===== config.mk =====
export PLATFORM = sky130hd
export DESIGN_NAME = proc_top
export DESIGN_NICKNAME = d
export VERILOG_FILES = /design/src/hw/tinyrv1_pkg.sv /design/src/hw/proc_top.sv /design/src/hw/proc_ctrl.sv /design/src/hw/proc_dpath.sv /design/src/hw/alu.sv /design/src/hw/regfile.sv
export SDC_FILE = /design/constraint.sdc
export NUM_CORES = 2
export LEC_CHECK = 0
export BUFFER_PORTS_ARGS = -buffer_cell sky130_fd_sc_hd__buf_2
export CAP_MARGIN = 10
export CELL_PAD_IN_SITES_DETAIL_PLACEMENT = 0
export CELL_PAD_IN_SITES_GLOBAL_PLACEMENT = 2
export CORE_MARGIN = 2
export CORE_UTILIZATION = 53
export DETAILED_ROUTE_END_ITERATION = 16
export GPL_ROUTABILITY_DRIVEN = 1
export PLACE_DENSITY = 0.91
export SYNTH_ARGS = -nofsm -noshare
export SYNTH_HDL_FRONTEND = slang
export SYNTH_SLANG_ARGS = --single-unit

===== constraint.sdc =====
create_clock -name clk -period 11.1 [get_ports clk]
set_input_delay 1.665 -clock clk [delete_from_list [all_inputs] [get_ports clk]]
set_output_delay 1.665 -clock clk [all_outputs]
set_load 0.02 [all_outputs]

===== src/hw/tinyrv1_pkg.sv =====
package tinyrv1_pkg;

  // ====================
  // Basic types
  // ====================

  typedef logic [31:0] word_t;
  typedef logic [4:0]  reg_addr_t;

  // ====================
  // Encodings
  // ====================

  // Major opcodes
  localparam logic [6:0] OP_ADD  = 7'b0110011;
  localparam logic [6:0] OP_ADDI = 7'b0010011;
  localparam logic [6:0] OP_BNE  = 7'b1100011;

  // Function fields for the supported subset
  localparam logic [2:0] F3_ADD  = 3'b000;
  localparam logic [2:0] F3_ADDI = 3'b000;
  localparam logic [2:0] F3_BNE  = 3'b001;
  localparam logic [6:0] F7_ADD  = 7'b0000000;

  // Three views of one instruction word
  typedef union packed {
    struct packed {
      logic [6:0] funct7;
      reg_addr_t  rs2;
      reg_addr_t  rs1;
      logic [2:0] funct3;
      reg_addr_t  rd;
      logic [6:0] opcode;
    } r;
    struct packed {
      logic [11:0] imm12;
      reg_addr_t   rs1;
      logic [2:0]  funct3;
      reg_addr_t   rd;
      logic [6:0]  opcode;
    } i;
    // Branch offset is scattered over the word
    struct packed {
      logic       imm12;
      logic [5:0] imm10_5;
      reg_addr_t  rs2;
      reg_addr_t  rs1;
      logic [2:0] funct3;
      logic [3:0] imm4_1;
      logic       imm11;
      logic [6:0] opcode;
    } b;
  } inst_t;

  // ====================
  // Datapath selects
  // ====================

  typedef enum logic [1:0] {
    BYP_RF = 2'd0,
    BYP_X  = 2'd1,
    BYP_M  = 2'd2,
    BYP_W  = 2'd3
  } byp_sel_e;

  typedef enum logic [1:0] {
    PC_PLUS4  = 2'd0,
    PC_BRANCH = 2'd1
  } pc_sel_e;

endpackage

===== src/hw/proc_top.sv =====
`timescale 1ns/1ps

module proc_top #(
  parameter tinyrv1_pkg::word_t reset_addr = '0
) (
  input  logic                   clk,
  input  logic                   rst_n,

  // Instruction fetch
  output logic                   imemreq_val,
  output tinyrv1_pkg::word_t     imemreq_addr,
  input  tinyrv1_pkg::word_t     imemresp_data,

  // Writeback trace
  output logic                   trace_wen,
  output tinyrv1_pkg::reg_addr_t trace_waddr,
  output tinyrv1_pkg::word_t     trace_wdata
);

  // Control to datapath
  logic                   c2d_reg_en_F;
  tinyrv1_pkg::pc_sel_e   c2d_pc_sel_F;
  logic                   c2d_reg_en_D;
  tinyrv1_pkg::byp_sel_e  c2d_op1_byp_sel_D;
  tinyrv1_pkg::byp_sel_e  c2d_op2_byp_sel_D;
  logic                   c2d_op2_sel_D;
  logic                   c2d_alu_fn_X;
  logic                   c2d_rf_wen_W;
  tinyrv1_pkg::reg_addr_t c2d_rf_waddr_W;

  // Datapath to control
  tinyrv1_pkg::inst_t     d2c_inst;
  logic                   d2c_eq_X;

  proc_ctrl u_ctrl (
    .clk               (clk),
    .rst_n             (rst_n),
    .d2c_inst          (d2c_inst),
    .d2c_eq_X          (d2c_eq_X),
    .c2d_reg_en_F      (c2d_reg_en_F),
    .c2d_pc_sel_F      (c2d_pc_sel_F),
    .c2d_reg_en_D      (c2d_reg_en_D),
    .c2d_op1_byp_sel_D (c2d_op1_byp_sel_D),
    .c2d_op2_byp_sel_D (c2d_op2_byp_sel_D),
    .c2d_op2_sel_D     (c2d_op2_sel_D),
    .c2d_alu_fn_X      (c2d_alu_fn_X),
    .c2d_rf_wen_W      (c2d_rf_wen_W),
    .c2d_rf_waddr_W    (c2d_rf_waddr_W),
    .imemreq_val       (imemreq_val),
    .trace_wen         (trace_wen),
    .trace_waddr       (trace_waddr)
  );

  proc_dpath #(
    .reset_addr (reset_addr)
  ) u_dpath (
    .clk               (clk),
    .rst_n             (rst_n),
    .imemreq_addr      (imemreq_addr),
    .imemresp_data     (imemresp_data),
    .c2d_reg_en_F      (c2d_reg_en_F),
    .c2d_pc_sel_F      (c2d_pc_sel_F),
    .c2d_reg_en_D      (c2d_reg_en_D),
    .c2d_op1_byp_sel_D (c2d_op1_byp_sel_D),
    .c2d_op2_byp_sel_D (c2d_op2_byp_sel_D),
    .c2d_op2_sel_D     (c2d_op2_sel_D),
    .c2d_alu_fn_X      (c2d_alu_fn_X),
    .c2d_rf_wen_W      (c2d_rf_wen_W),
    .c2d_rf_waddr_W    (c2d_rf_waddr_W),
    .d2c_inst          (d2c_inst),
    .d2c_eq_X          (d2c_eq_X),
    .trace_wdata       (trace_wdata)
  );

endmodule


===== src/hw/proc_ctrl.sv =====
`timescale 1ns/1ps

module proc_ctrl (
  input  logic                   clk,
  input  logic                   rst_n,

  // Status from datapath
  input  tinyrv1_pkg::inst_t     d2c_inst,
  input  logic                   d2c_eq_X,

  // Selects to datapath
  output logic                   c2d_reg_en_F,
  output tinyrv1_pkg::pc_sel_e   c2d_pc_sel_F,
  output logic                   c2d_reg_en_D,
  output tinyrv1_pkg::byp_sel_e  c2d_op1_byp_sel_D,
  output tinyrv1_pkg::byp_sel_e  c2d_op2_byp_sel_D,
  output logic                   c2d_op2_sel_D,
  output logic                   c2d_alu_fn_X,
  output logic                   c2d_rf_wen_W,
  output tinyrv1_pkg::reg_addr_t c2d_rf_waddr_W,

  // Fetch request and writeback trace
  output logic                   imemreq_val,
  output logic                   trace_wen,
  output tinyrv1_pkg::reg_addr_t trace_waddr
);

  logic                   val_F;
  logic                   val_D;
  logic                   val_X;
  logic                   val_M;
  logic                   val_W;

  logic                   is_add_D;
  logic                   is_addi_D;
  logic                   is_bne_D;
  logic                   wen_D;
  tinyrv1_pkg::reg_addr_t rd_D;
  tinyrv1_pkg::reg_addr_t rs1_D;
  tinyrv1_pkg::reg_addr_t rs2_D;

  logic                   wen_X;
  logic                   wen_M;
  logic                   wen_W;
  tinyrv1_pkg::reg_addr_t rd_X;
  tinyrv1_pkg::reg_addr_t rd_M;
  tinyrv1_pkg::reg_addr_t rd_W;
  logic                   br_X;
  logic                   taken_X;

  logic                   wr_X;
  logic                   wr_M;
  logic                   wr_W;

  // ====================
  // Decode
  // ====================

  // One view per instruction format
  assign is_add_D  = (d2c_inst.r.opcode == tinyrv1_pkg::OP_ADD) &&
                     (d2c_inst.r.funct3 == tinyrv1_pkg::F3_ADD) &&
                     (d2c_inst.r.funct7 == tinyrv1_pkg::F7_ADD);
  assign is_addi_D = (d2c_inst.i.opcode == tinyrv1_pkg::OP_ADDI) &&
                     (d2c_inst.i.funct3 == tinyrv1_pkg::F3_ADDI);
  assign is_bne_D  = (d2c_inst.b.opcode == tinyrv1_pkg::OP_BNE) &&
                     (d2c_inst.b.funct3 == tinyrv1_pkg::F3_BNE);

  assign rd_D  = d2c_inst.i.rd;
  assign rs1_D = d2c_inst.r.rs1;
  assign rs2_D = d2c_inst.r.rs2;

  // Writes to x0 are dropped here
  // Unknown opcodes never write
  assign wen_D = (is_add_D || is_addi_D) && (rd_D != '0);

  assign c2d_op2_sel_D = is_addi_D;

  // ====================
  // Bypass
  // ====================

  assign wr_X = val_X && wen_X;
  assign wr_M = val_M && wen_M;
  assign wr_W = val_W && wen_W;

  function automatic tinyrv1_pkg::byp_sel_e byp_pick(
    input tinyrv1_pkg::reg_addr_t rs,
    input logic                   x_wr,
    input tinyrv1_pkg::reg_addr_t x_rd,
    input logic                   m_wr,
    input tinyrv1_pkg::reg_addr_t m_rd,
    input logic                   w_wr,
    input tinyrv1_pkg::reg_addr_t w_rd
  );
    if (x_wr && (x_rd == rs)) begin
      return tinyrv1_pkg::BYP_X;
    end else if (m_wr && (m_rd == rs)) begin
      return tinyrv1_pkg::BYP_M;
    end else if (w_wr && (w_rd == rs)) begin
      return tinyrv1_pkg::BYP_W;
    end
    return tinyrv1_pkg::BYP_RF;
  endfunction

  assign c2d_op1_byp_sel_D = byp_pick(rs1_D, wr_X, rd_X, wr_M, rd_M, wr_W, rd_W);
  assign c2d_op2_byp_sel_D = byp_pick(rs2_D, wr_X, rd_X, wr_M, rd_M, wr_W, rd_W);

  // ====================
  // Branch and fetch
  // ====================

  assign taken_X      = val_X && br_X && !d2c_eq_X;
  assign c2d_pc_sel_F = taken_X ? tinyrv1_pkg::PC_BRANCH : tinyrv1_pkg::PC_PLUS4;
  assign c2d_alu_fn_X = br_X;

  assign imemreq_val  = val_F;
  assign c2d_reg_en_F = val_F;
  assign c2d_reg_en_D = val_F;

  // ====================
  // Stage state
  // ====================

  always_ff @(posedge clk) begin
    if (!rst_n) begin
      val_F <= 1'b0;
      val_D <= 1'b0;
      val_X <= 1'b0;
      val_M <= 1'b0;
      val_W <= 1'b0;
      wen_X <= 1'b0;
      wen_M <= 1'b0;
      wen_W <= 1'b0;
      rd_X  <= '0;
      rd_M  <= '0;
      rd_W  <= '0;
      br_X  <= 1'b0;
    end else begin
      val_F <= 1'b1;
      // Taken branch kills the two younger slots
      val_D <= val_F && !taken_X;
      val_X <= val_D && !taken_X;
      val_M <= val_X;
      val_W <= val_M;
      wen_X <= wen_D;
      wen_M <= wen_X;
      wen_W <= wen_M;
      rd_X  <= rd_D;
      rd_M  <= rd_X;
      rd_W  <= rd_M;
      br_X  <= is_bne_D;
    end
  end

  // Writeback
  assign c2d_rf_wen_W   = wr_W;
  assign c2d_rf_waddr_W = rd_W;
  assign trace_wen      = wr_W;
  assign trace_waddr    = rd_W;

  // Forwarded values come from instructions that really retire
  a_byp_x_retires: assert property (
    @(posedge clk) disable iff (!rst_n)
    ((c2d_op1_byp_sel_D == tinyrv1_pkg::BYP_X) ||
     (c2d_op2_byp_sel_D == tinyrv1_pkg::BYP_X)) |-> ##2 c2d_rf_wen_W
  );

  a_byp_m_retires: assert property (
    @(posedge clk) disable iff (!rst_n)
    ((c2d_op1_byp_sel_D == tinyrv1_pkg::BYP_M) ||
     (c2d_op2_byp_sel_D == tinyrv1_pkg::BYP_M)) |-> ##1 c2d_rf_wen_W
  );

  // The two slots squashed by a redirect never reach the register file
  a_branch_squash: assert property (
    @(posedge clk) disable iff (!rst_n)
    (c2d_pc_sel_F == tinyrv1_pkg::PC_BRANCH) |-> ##3 !c2d_rf_wen_W ##1 !c2d_rf_wen_W
  );

endmodule


===== src/hw/proc_dpath.sv =====
`timescale 1ns/1ps

module proc_dpath #(
  parameter tinyrv1_pkg::word_t reset_addr = '0
) (
  input  logic                   clk,
  input  logic                   rst_n,

  // Instruction fetch
  output tinyrv1_pkg::word_t     imemreq_addr,
  input  tinyrv1_pkg::word_t     imemresp_data,

  // Control
  input  logic                   c2d_reg_en_F,
  input  tinyrv1_pkg::pc_sel_e   c2d_pc_sel_F,
  input  logic                   c2d_reg_en_D,
  input  tinyrv1_pkg::byp_sel_e  c2d_op1_byp_sel_D,
  input  tinyrv1_pkg::byp_sel_e  c2d_op2_byp_sel_D,
  input  logic                   c2d_op2_sel_D,
  input  logic                   c2d_alu_fn_X,
  input  logic                   c2d_rf_wen_W,
  input  tinyrv1_pkg::reg_addr_t c2d_rf_waddr_W,

  // Status
  output tinyrv1_pkg::inst_t     d2c_inst,
  output logic                   d2c_eq_X,

  // Writeback trace
  output tinyrv1_pkg::word_t     trace_wdata
);

  tinyrv1_pkg::word_t pc_F;
  tinyrv1_pkg::word_t pc_next_F;
  tinyrv1_pkg::word_t pc_plus4_F;

  tinyrv1_pkg::inst_t inst_D;
  tinyrv1_pkg::word_t pc_D;
  tinyrv1_pkg::word_t rs1_data_D;
  tinyrv1_pkg::word_t rs2_data_D;
  tinyrv1_pkg::word_t op1_byp_D;
  tinyrv1_pkg::word_t op2_byp_D;
  tinyrv1_pkg::word_t op2_D;
  tinyrv1_pkg::word_t imm_i_D;
  tinyrv1_pkg::word_t imm_b_D;
  tinyrv1_pkg::word_t br_target_D;

  tinyrv1_pkg::word_t op1_X;
  tinyrv1_pkg::word_t op2_X;
  tinyrv1_pkg::word_t br_target_X;
  tinyrv1_pkg::word_t result_X;

  tinyrv1_pkg::word_t result_M;
  tinyrv1_pkg::word_t result_W;

  // Newest-first operand choice, the select already carries the priority
  function automatic tinyrv1_pkg::word_t byp_mux(
    input tinyrv1_pkg::byp_sel_e sel,
    input tinyrv1_pkg::word_t    rf,
    input tinyrv1_pkg::word_t    x,
    input tinyrv1_pkg::word_t    m,
    input tinyrv1_pkg::word_t    w
  );
    case (sel)
      tinyrv1_pkg::BYP_X: return x;
      tinyrv1_pkg::BYP_M: return m;
      tinyrv1_pkg::BYP_W: return w;
      default:            return rf;
    endcase
  endfunction

  // ====================
  // Stage F
  // ====================

  assign pc_plus4_F = pc_F + 32'd4;

  always_comb begin
    case (c2d_pc_sel_F)
      tinyrv1_pkg::PC_BRANCH: pc_next_F = br_target_X;
      default:                pc_next_F = pc_plus4_F;
    endcase
  end

  always_ff @(posedge clk) begin
    if (!rst_n) begin
      pc_F <= reset_addr;
    end else if (c2d_reg_en_F) begin
      pc_F <= pc_next_F;
    end
  end

  assign imemreq_addr = pc_F;

  // F/D register
  always_ff @(posedge clk) begin
    if (c2d_reg_en_D) begin
      inst_D <= imemresp_data;
      pc_D   <= pc_F;
    end
  end

  assign d2c_inst = inst_D;

  // ====================
  // Stage D
  // ====================

  regfile u_regfile (
    .clk    (clk),
    .wen    (c2d_rf_wen_W),
    .waddr  (c2d_rf_waddr_W),
    .wdata  (result_W),
    .raddr0 (inst_D.r.rs1),
    .rdata0 (rs1_data_D),
    .raddr1 (inst_D.r.rs2),
    .rdata1 (rs2_data_D)
  );

  // Immediates through the I and B views
  assign imm_i_D = {{20{inst_D.i.imm12[11]}}, inst_D.i.imm12};
  assign imm_b_D = {{19{inst_D.b.imm12}}, inst_D.b.imm12, inst_D.b.imm11,
                    inst_D.b.imm10_5, inst_D.b.imm4_1, 1'b0};

  assign br_target_D = pc_D + imm_b_D;

  assign op1_byp_D = byp_mux(c2d_op1_byp_sel_D, rs1_data_D, result_X, result_M, result_W);
  assign op2_byp_D = byp_mux(c2d_op2_byp_sel_D, rs2_data_D, result_X, result_M, result_W);

  // addi takes the immediate as second operand
  assign op2_D = c2d_op2_sel_D ? imm_i_D : op2_byp_D;

  // D/X register
  always_ff @(posedge clk) begin
    op1_X       <= op1_byp_D;
    op2_X       <= op2_D;
    br_target_X <= br_target_D;
  end

  // ====================
  // Stage X
  // ====================

  alu u_alu (
    .fn  (c2d_alu_fn_X),
    .in0 (op1_X),
    .in1 (op2_X),
    .out (result_X)
  );

  assign d2c_eq_X = result_X[0];

  // ====================
  // Stages M and W
  // ====================

  // No data memory, M only carries the result
  always_ff @(posedge clk) begin
    result_M <= result_X;
    result_W <= result_M;
  end

  assign trace_wdata = result_W;

endmodule


===== src/hw/alu.sv =====
`timescale 1ns/1ps

module alu (
  input  logic               fn,
  input  tinyrv1_pkg::word_t in0,
  input  tinyrv1_pkg::word_t in1,
  output tinyrv1_pkg::word_t out
);

  tinyrv1_pkg::word_t sum;
  logic               eq;

  // ====================
  // Shared operand pair
  // ====================

  assign sum = in0 + in1;
  assign eq  = (in0 == in1);

  // ====================
  // Function select
  // ====================

  // fn 0 adds, fn 1 compares; compare result sits in bit 0
  always_comb begin
    if (fn) begin
      out    = '0;
      out[0] = eq;
    end else begin
      out = sum;
    end
  end

endmodule


===== src/hw/regfile.sv =====
`timescale 1ns/1ps

module regfile (
  input  logic                   clk,

  // Write port
  input  logic                   wen,
  input  tinyrv1_pkg::reg_addr_t waddr,
  input  tinyrv1_pkg::word_t     wdata,

  // Read ports
  input  tinyrv1_pkg::reg_addr_t raddr0,
  output tinyrv1_pkg::word_t     rdata0,
  input  tinyrv1_pkg::reg_addr_t raddr1,
  output tinyrv1_pkg::word_t     rdata1
);

  tinyrv1_pkg::word_t regs [32];

  // x0 storage is cleared on every clock
  // Writes aimed at x0 are discarded
  always_ff @(posedge clk) begin
    regs[0] <= '0;
    if (wen && (waddr != '0)) begin
      regs[waddr] <= wdata;
    end
  end

  // Combinational reads
  assign rdata0 = regs[raddr0];
  assign rdata1 = regs[raddr1];

  // A read of x0 returns zero on either port
  a_x0_zero_0: assert property (
    @(posedge clk)
    (raddr0 == '0) |-> (rdata0 == '0)
  );

  a_x0_zero_1: assert property (
    @(posedge clk)
    (raddr1 == '0) |-> (rdata1 == '0)
  );

endmodule


Word level (Yosys, flattened, before mapping)
Memories as Yosys holds them, arrays and structs flattened. A register that Yosys moved wholly into a read port is not among the register bits.
Cells that the tools add are included.
{"block": "word_totals", "ff_bits": 280, "latch_bits": 0, "ram_bits": 1024, "mem_bits_ro": 0, "input_bits": 34, "output_inout_bits": 71, "wordCells": 93, "mem_count": 1}
{"memory": "u_dpath.u_regfile.regs", "depth": 32, "width": 32, "read_ports": 2, "rd_ports_with_merged_regs": 2, "wr": 2, "line_no": "regfile.sv:18", "text": "tinyrv1_pkg::word_t regs [32];"}
{"block": "classes", "n_addsub": 3, "multipliers": 0, "div_mod_pow": 0, "magnitude_cmp": 0, "eq_ne": 18, "n_shift": 0, "n_mux": 25, "bitwise": 0, "n_reduce_logical": 26}
{"operator": "case mux 32 bit (3 select lines)", "count": 2}
{"operator": "two-way mux 32 bit", "count": 3}
{"operator": "adder 32 bit", "count": 2}
{"operator": "adder 32 x 3 -> 32 bit, second input constant", "count": 1}
{"operator": "== test 32 bit", "count": 1}
{"operator": "== test 5 bit", "count": 6}
{"operator": "logical AND 1 bit", "count": 19}
{"operator": "two-way mux 2 bit", "count": 8}
{"operator": "two-way mux 1 bit", "count": 10}
{"operator": "two-way mux 5 bit", "count": 2}
{"operator": "nonzero test 5 bit", "count": 2}
{"operator": "== test 2 bit, second input constant", "count": 4}
{"operator": "== test 7 x 5 -> 1 bit, second input constant", "count": 1}
{"operator": "== test 7 x 6 -> 1 bit, second input constant", "count": 1}
{"operator": "== test 7 bit, second input constant", "count": 1}
{"operator": "logical NOT 7 bit", "count": 1}
{"operator": "== test 2 x 1 -> 1 bit, second input constant", "count": 2}
{"operator": "== test 3 x 1 -> 1 bit, second input constant", "count": 1}
{"operator": "logical NOT 3 bit", "count": 1}
{"operator": "logical NOT 1 bit", "count": 2}
{"operator": "== test 1 bit, second input constant", "count": 1}
{"operator": "logical OR 1 bit", "count": 1}

Longest topological paths before layout
{"block": "depth", "depth_word": 9, "mapped_depth": 12, "depth_no_buf": 12}

Cells and area by module
From an unflattened synthesis, not the netlist that was laid out.
{"block": "unflattened", "hier_cells": 4672, "area_unflattened_um2": 62312.3}
{"module": "regfile", "instances": 1, "cells_each": 3386, "area_each_um2": 48470.2, "seq_area_each_um2": 30429.2}
{"module": "proc_dpath", "instances": 1, "cells_each": 848, "area_each_um2": 10563.9, "seq_area_each_um2": 5765.5}
{"module": "alu", "instances": 1, "cells_each": 316, "area_each_um2": 2102.0, "seq_area_each_um2": 0.0}
{"module": "proc_ctrl", "instances": 1, "cells_each": 122, "area_each_um2": 1176.1, "seq_area_each_um2": 480.5}

Least setup slack after synthesis
OpenSTA, ideal clock, no wires.
{"block": "synth_path", "path_kind": "reg2reg", "startpoint": "register u_ctrl.val_W", "endpoint": "memory u_dpath.u_regfile.regs[30][0] (netlist bit) (enable)", "setup_time_ns": 0.468, "t_arrival_ns": 3.411, "required_ns": 10.632, "path_slack_ns": 7.221, "path_stages_with_launch": 5, "n_path_buf": 1, "period_less_slack_ns": 3.879, "cell_sequence": "dfxtp_1 and2_1 clkbuf_1 nand4_1 nor3b_1"}
{"element": "start: declaration", "line_no": "proc_ctrl.sv:32", "text": "logic val_W;"}
{"element": "start signal: assignment", "line_no": "proc_ctrl.sv:144", "text": "val_W <= val_M;"}
{"element": "end: declaration", "line_no": "regfile.sv:18"}

==> results by group <==
Yosys
  • Library cells used by synthesis: 70
  • Post-synth EDFFs: 1056
  • Synth Register Bits: 1314
  • Main synth FF type: edfxtp_1
  • Synthesized netlist cell count: 3345
  • Syn Std Cell Area: 0.0597 sq mm
  • Yosys top cell by area: edfxtp_1
  • Seq/Total Area, Yosys: 61.7%
  • Synth top area share: 53.1%
  • Post-Syn Area per Cell: 17.9 sq um
  • Yosys warns: 0
  • Dominant cells by area after synthesis: edfxtp_1, mux4_2, dfxtp_1
  • Post-synthesis async set-or-reset flop share: 0%

Pwr
  • Pwr/cell area: 197 mW/mm^2
  • Comb pwr share: 15.6%
  • Worst vdd ir: 145 uV
  • Reg power frac: 48.8%
  • Clock share of power: 35.6%
  • Total power: 13200 uW
  • Leak pwr: 0.0222 uW
  • Net switching power figure: 3560 uW
  • Pint: 9610 uW
  • Sw Share: 27.0%

Placed design
  • Dpl cells: 4843
  • Count of input and output buffers: 104
  • Setup slack at placement: 6.99 ns
  • Placed wire-length estimate: 92700 microns
  • Routability cong.: 0.870

Clocking
  • CTS resizes: 0
  • Max clock buf depth: 3
  • Clk slew on worst S/H paths: 0.07 ns
  • CTS Hold Buffers Added: 0
  • Worst-Skew Late Latency: 0.75 ns
  • Number of H-tree levels: 4
  • TritonCTS buffer count: 141
  • Clock sinks: 1314
  • TritonCTS clock tree: yes
  • CTS root buf: clkbuf_16
  • Total setup buffers inserted after CTS: 0

Timing
  • Setup-failing EPs final: 0
  • Fmax: 248 MHz
  • Ratio of final minimum period to clock period: 36.4%
  • Final Worst Setup Slack: 7.06 ns
  • Worst-Margin Slew: 1.26 ns
  • Final min period: 4.04 ns
  • RSZ-0062 raised after global routing: no
  • Setup Skew: 0.0315 ns
  • Slew Limit Fails: 0
  • Slew HR: 16.2%
  • Hold Vio Cnt, Final: 0
  • Final setup TNS: 0 ns

Floorplanning
  • Initial Utilization: 53.3%
  • I/O pin count: 105
  • Die Area: 0.115 sq mm
  • Area of the core: 0.112 sq mm
  • Die H: 340 microns
  • Die X: 340 microns
  • # rows: 123

Critical path
  • WS Path Type: register to register
  • Reg2reg path depth: 8
  • Critical Path RT: 11.73 ns
  • Worst EP arrival: 4.67 ns
  • Crit end category: register
  • Critical path fanouts, max: 42
  • Critical Path Start Type: register

Global routing
  • Vias in the first global route: 36200
  • Total track usage: 29.8%
  • First-pass GRT wire length: 250000 microns
  • Grt ovf: 0
  • Initial antenna violation count: 0
  • Pin count of the biggest net entering global routing: 129

Cells and area
  • Antenna Cells: 0
  • Synth-to-layout area growth: 12.1%
  • Final Net Count: 3584
  • Final Non-Filler Cells: 5103
  • # fillers: 7992
  • Share of cells above drive strength 1: 31.0%

Routing
  • Average wire per cell in the routed design: 33.4 microns
  • First drt pass iteration count: 5
  • WL final: 170000 microns
  • Via Count: 35400
  • Antenna Nets Post-Route: 0
  • DRC viols: 0
  • Via-to-Cell Ratio: 6.93
  • Initial drt markers: 4769

Hold path
  • Hold Crit Depth: 0
  • HP Start: u_dpath.pc_D[0]$_DFFE_PP_
  • Hold WC Path Type: register to register

Run
  • Max-cap violations: 0

Outcome
  • Outcome: completed
==> cell families (layout without fill, tap and decap cells) <==
| group | after synthesis | count (layout) | synth area share [%] |
|---|---|---|---|
| compound gates | 422 | 422 | 4.61 |
| xor+xnor | 100 | 100 | 1.47 |
| fa+ha+maj | 64 | 64 | 1.37 |
| buf+inv | 257 | 484 | 1.72 |
| flops | 1314 | 1314 | 61.7 |
| mux | 717 | 717 | 25.4 |
| other cells | 1 | 32 | 0.00628 |
| simple gates | 470 | 470 | 3.66 |
==> routing by layer <==
layer  part of all wire [%]  vias up  global-route usage [%]  wire length, microns
met1                     36    18500                    39.7                 61900
met5                      0        -                       0                     0
met4                    5.2        0                    14.0                  8790
met3                    9.7      461                    5.30                 16600
li1                       -    14200                       -                     -
met2                     49     2269                    48.4                 83100
==> final timing paths <==
path                                                       end  slack, ns
worst max register to register       u_dpath.op2_X[11]$_DFF_P_       7.06
worst min-delay path            u_dpath.br_target_X[0]$_DFF_P_       0.35
worst max-delay path                 u_dpath.op2_X[11]$_DFF_P_       7.06
worst min register to register  u_dpath.br_target_X[0]$_DFF_P_       0.35
==> through the flow <==
stage	instance area, sq um	hold WS [ns]	utilization (%)
after floorplan	59900	0.323	-
after global placement	62400	0.334	55.6
after detailed placement	62400	0.338	55.6
after CTS	66900	0.350	59.7
after global routing	66900	0.374	59.7
final	66900	0.347	59.7
==> synth_stat cells (all sizes together), types with 3 or more instances <==
| cell type | count |
|---|---|
| a31oi | 7 |
| and2 | 29 |
| buf | 77 |
| nand2b | 5 |
| o21ai | 108 |
| nor2 | 163 |
| or3 | 9 |
| nand2 | 129 |
| nor3b | 3 |
| clkbuf | 147 |
| mux4 | 640 |
| a311oi | 4 |
| o31ai | 13 |
| and3 | 10 |
| a211oi | 49 |
| nand4 | 20 |
| mux2 | 14 |
| o211ai | 8 |
| inv | 32 |
| nand3b | 7 |
| or2 | 3 |
| xor2 | 43 |
| nor2b | 12 |
| a21boi | 3 |
| a22o | 7 |
| a2111oi | 5 |
| edfxtp | 1056 |
| ha | 62 |
| xnor2 | 57 |
| a221oi | 23 |
| o21a | 16 |
| o21bai | 7 |
| a22oi | 12 |
| o31a | 4 |
| nor4 | 18 |
| o221ai | 6 |
| mux2i | 63 |
| a21oi | 105 |
| nand3 | 33 |
| a21o | 27 |
| nor3 | 21 |
| o22ai | 5 |
| dfxtp | 258 |
==> cell usage in the layout (no fill, tap or decap), types with 20 or more instances in the layout <==
| master | instances |
|---|---|
| nand2_1 | 129 |
| a21oi_1 | 104 |
| clkbuf_16 | 144 |
| clkinv_2 | 24 |
| clkbuf_1 | 35 |
| inv_1 | 31 |
| mux2i_1 | 63 |
| and2_1 | 29 |
| nor2_1 | 133 |
| edfxtp_1 | 1056 |
| o21ai_1 | 43 |
| conb_1 | 32 |
| mux4_2 | 640 |
| xor2_1 | 43 |
| xnor2_1 | 57 |
| a21o_1 | 27 |
| nor2_4 | 29 |
| a211oi_1 | 48 |
| a221oi_1 | 23 |
| nand3_1 | 31 |
| nand4_1 | 20 |
| buf_2 | 104 |
| ha_1 | 62 |
| buf_4 | 82 |
| o21ai_0 | 65 |
| dfxtp_1 | 247 |
==> registers in the layout (all words and copies together), names as in the netlist, 5 cells and up, named ones only <==
name,count
u_dpath.op2_X,32
u_dpath.result_M,32
u_ctrl.rd_X,5
u_dpath.imemreq_addr,32
u_ctrl.rd_M,5
u_dpath.pc_D,32
u_dpath.trace_wdata,32
u_dpath.u_regfile.regs,1024
u_dpath.br_target_X,32
u_dpath.op1_X,32
u_ctrl.c2d_rf_waddr_W,5
u_dpath.d2c_inst,32
==> worst max-delay path, stage by stage (launching register included) <==
cell     delay (ns)
dfxtp_4        0.73
buf_4          0.77
buf_4          0.70
mux4_2         0.59
mux4_2         0.50
mux2i_1        0.18
o21ai_1        0.08
a21oi_1        0.17
nor2_1         0.07
==> power by group through the flow <==
| stage | Combinational, uW | Clock, uW | Sequential [uW] |
|---|---|---|---|
| 6_report | 2050 | 4690 | 6420 |
| 4_1_cts | 2040 | 4740 | 6420 |
| 5_1_grt | 2200 | 4930 | 6460 |
| 2_1_floorplan | 1110 | 0 | 6660 |
| 3_5_place_dp | 2030 | 0 | 6520 |
| 3_3_place_gp | 1970 | 0 | 6500 |
==> cell type report <==
class	count	area [sq um]	share of cell area (%)
tap	1500	1880	2.80
timing repair buffer	191	1240	1.85
clock inverter	72	736	1.10
sequential	1314	36900	55.1
inverter	33	124	0.185
clock buffer	188	3850	5.75
multi-input combinational	1805	22200	33.2
(Power assumes the default switching activity.)
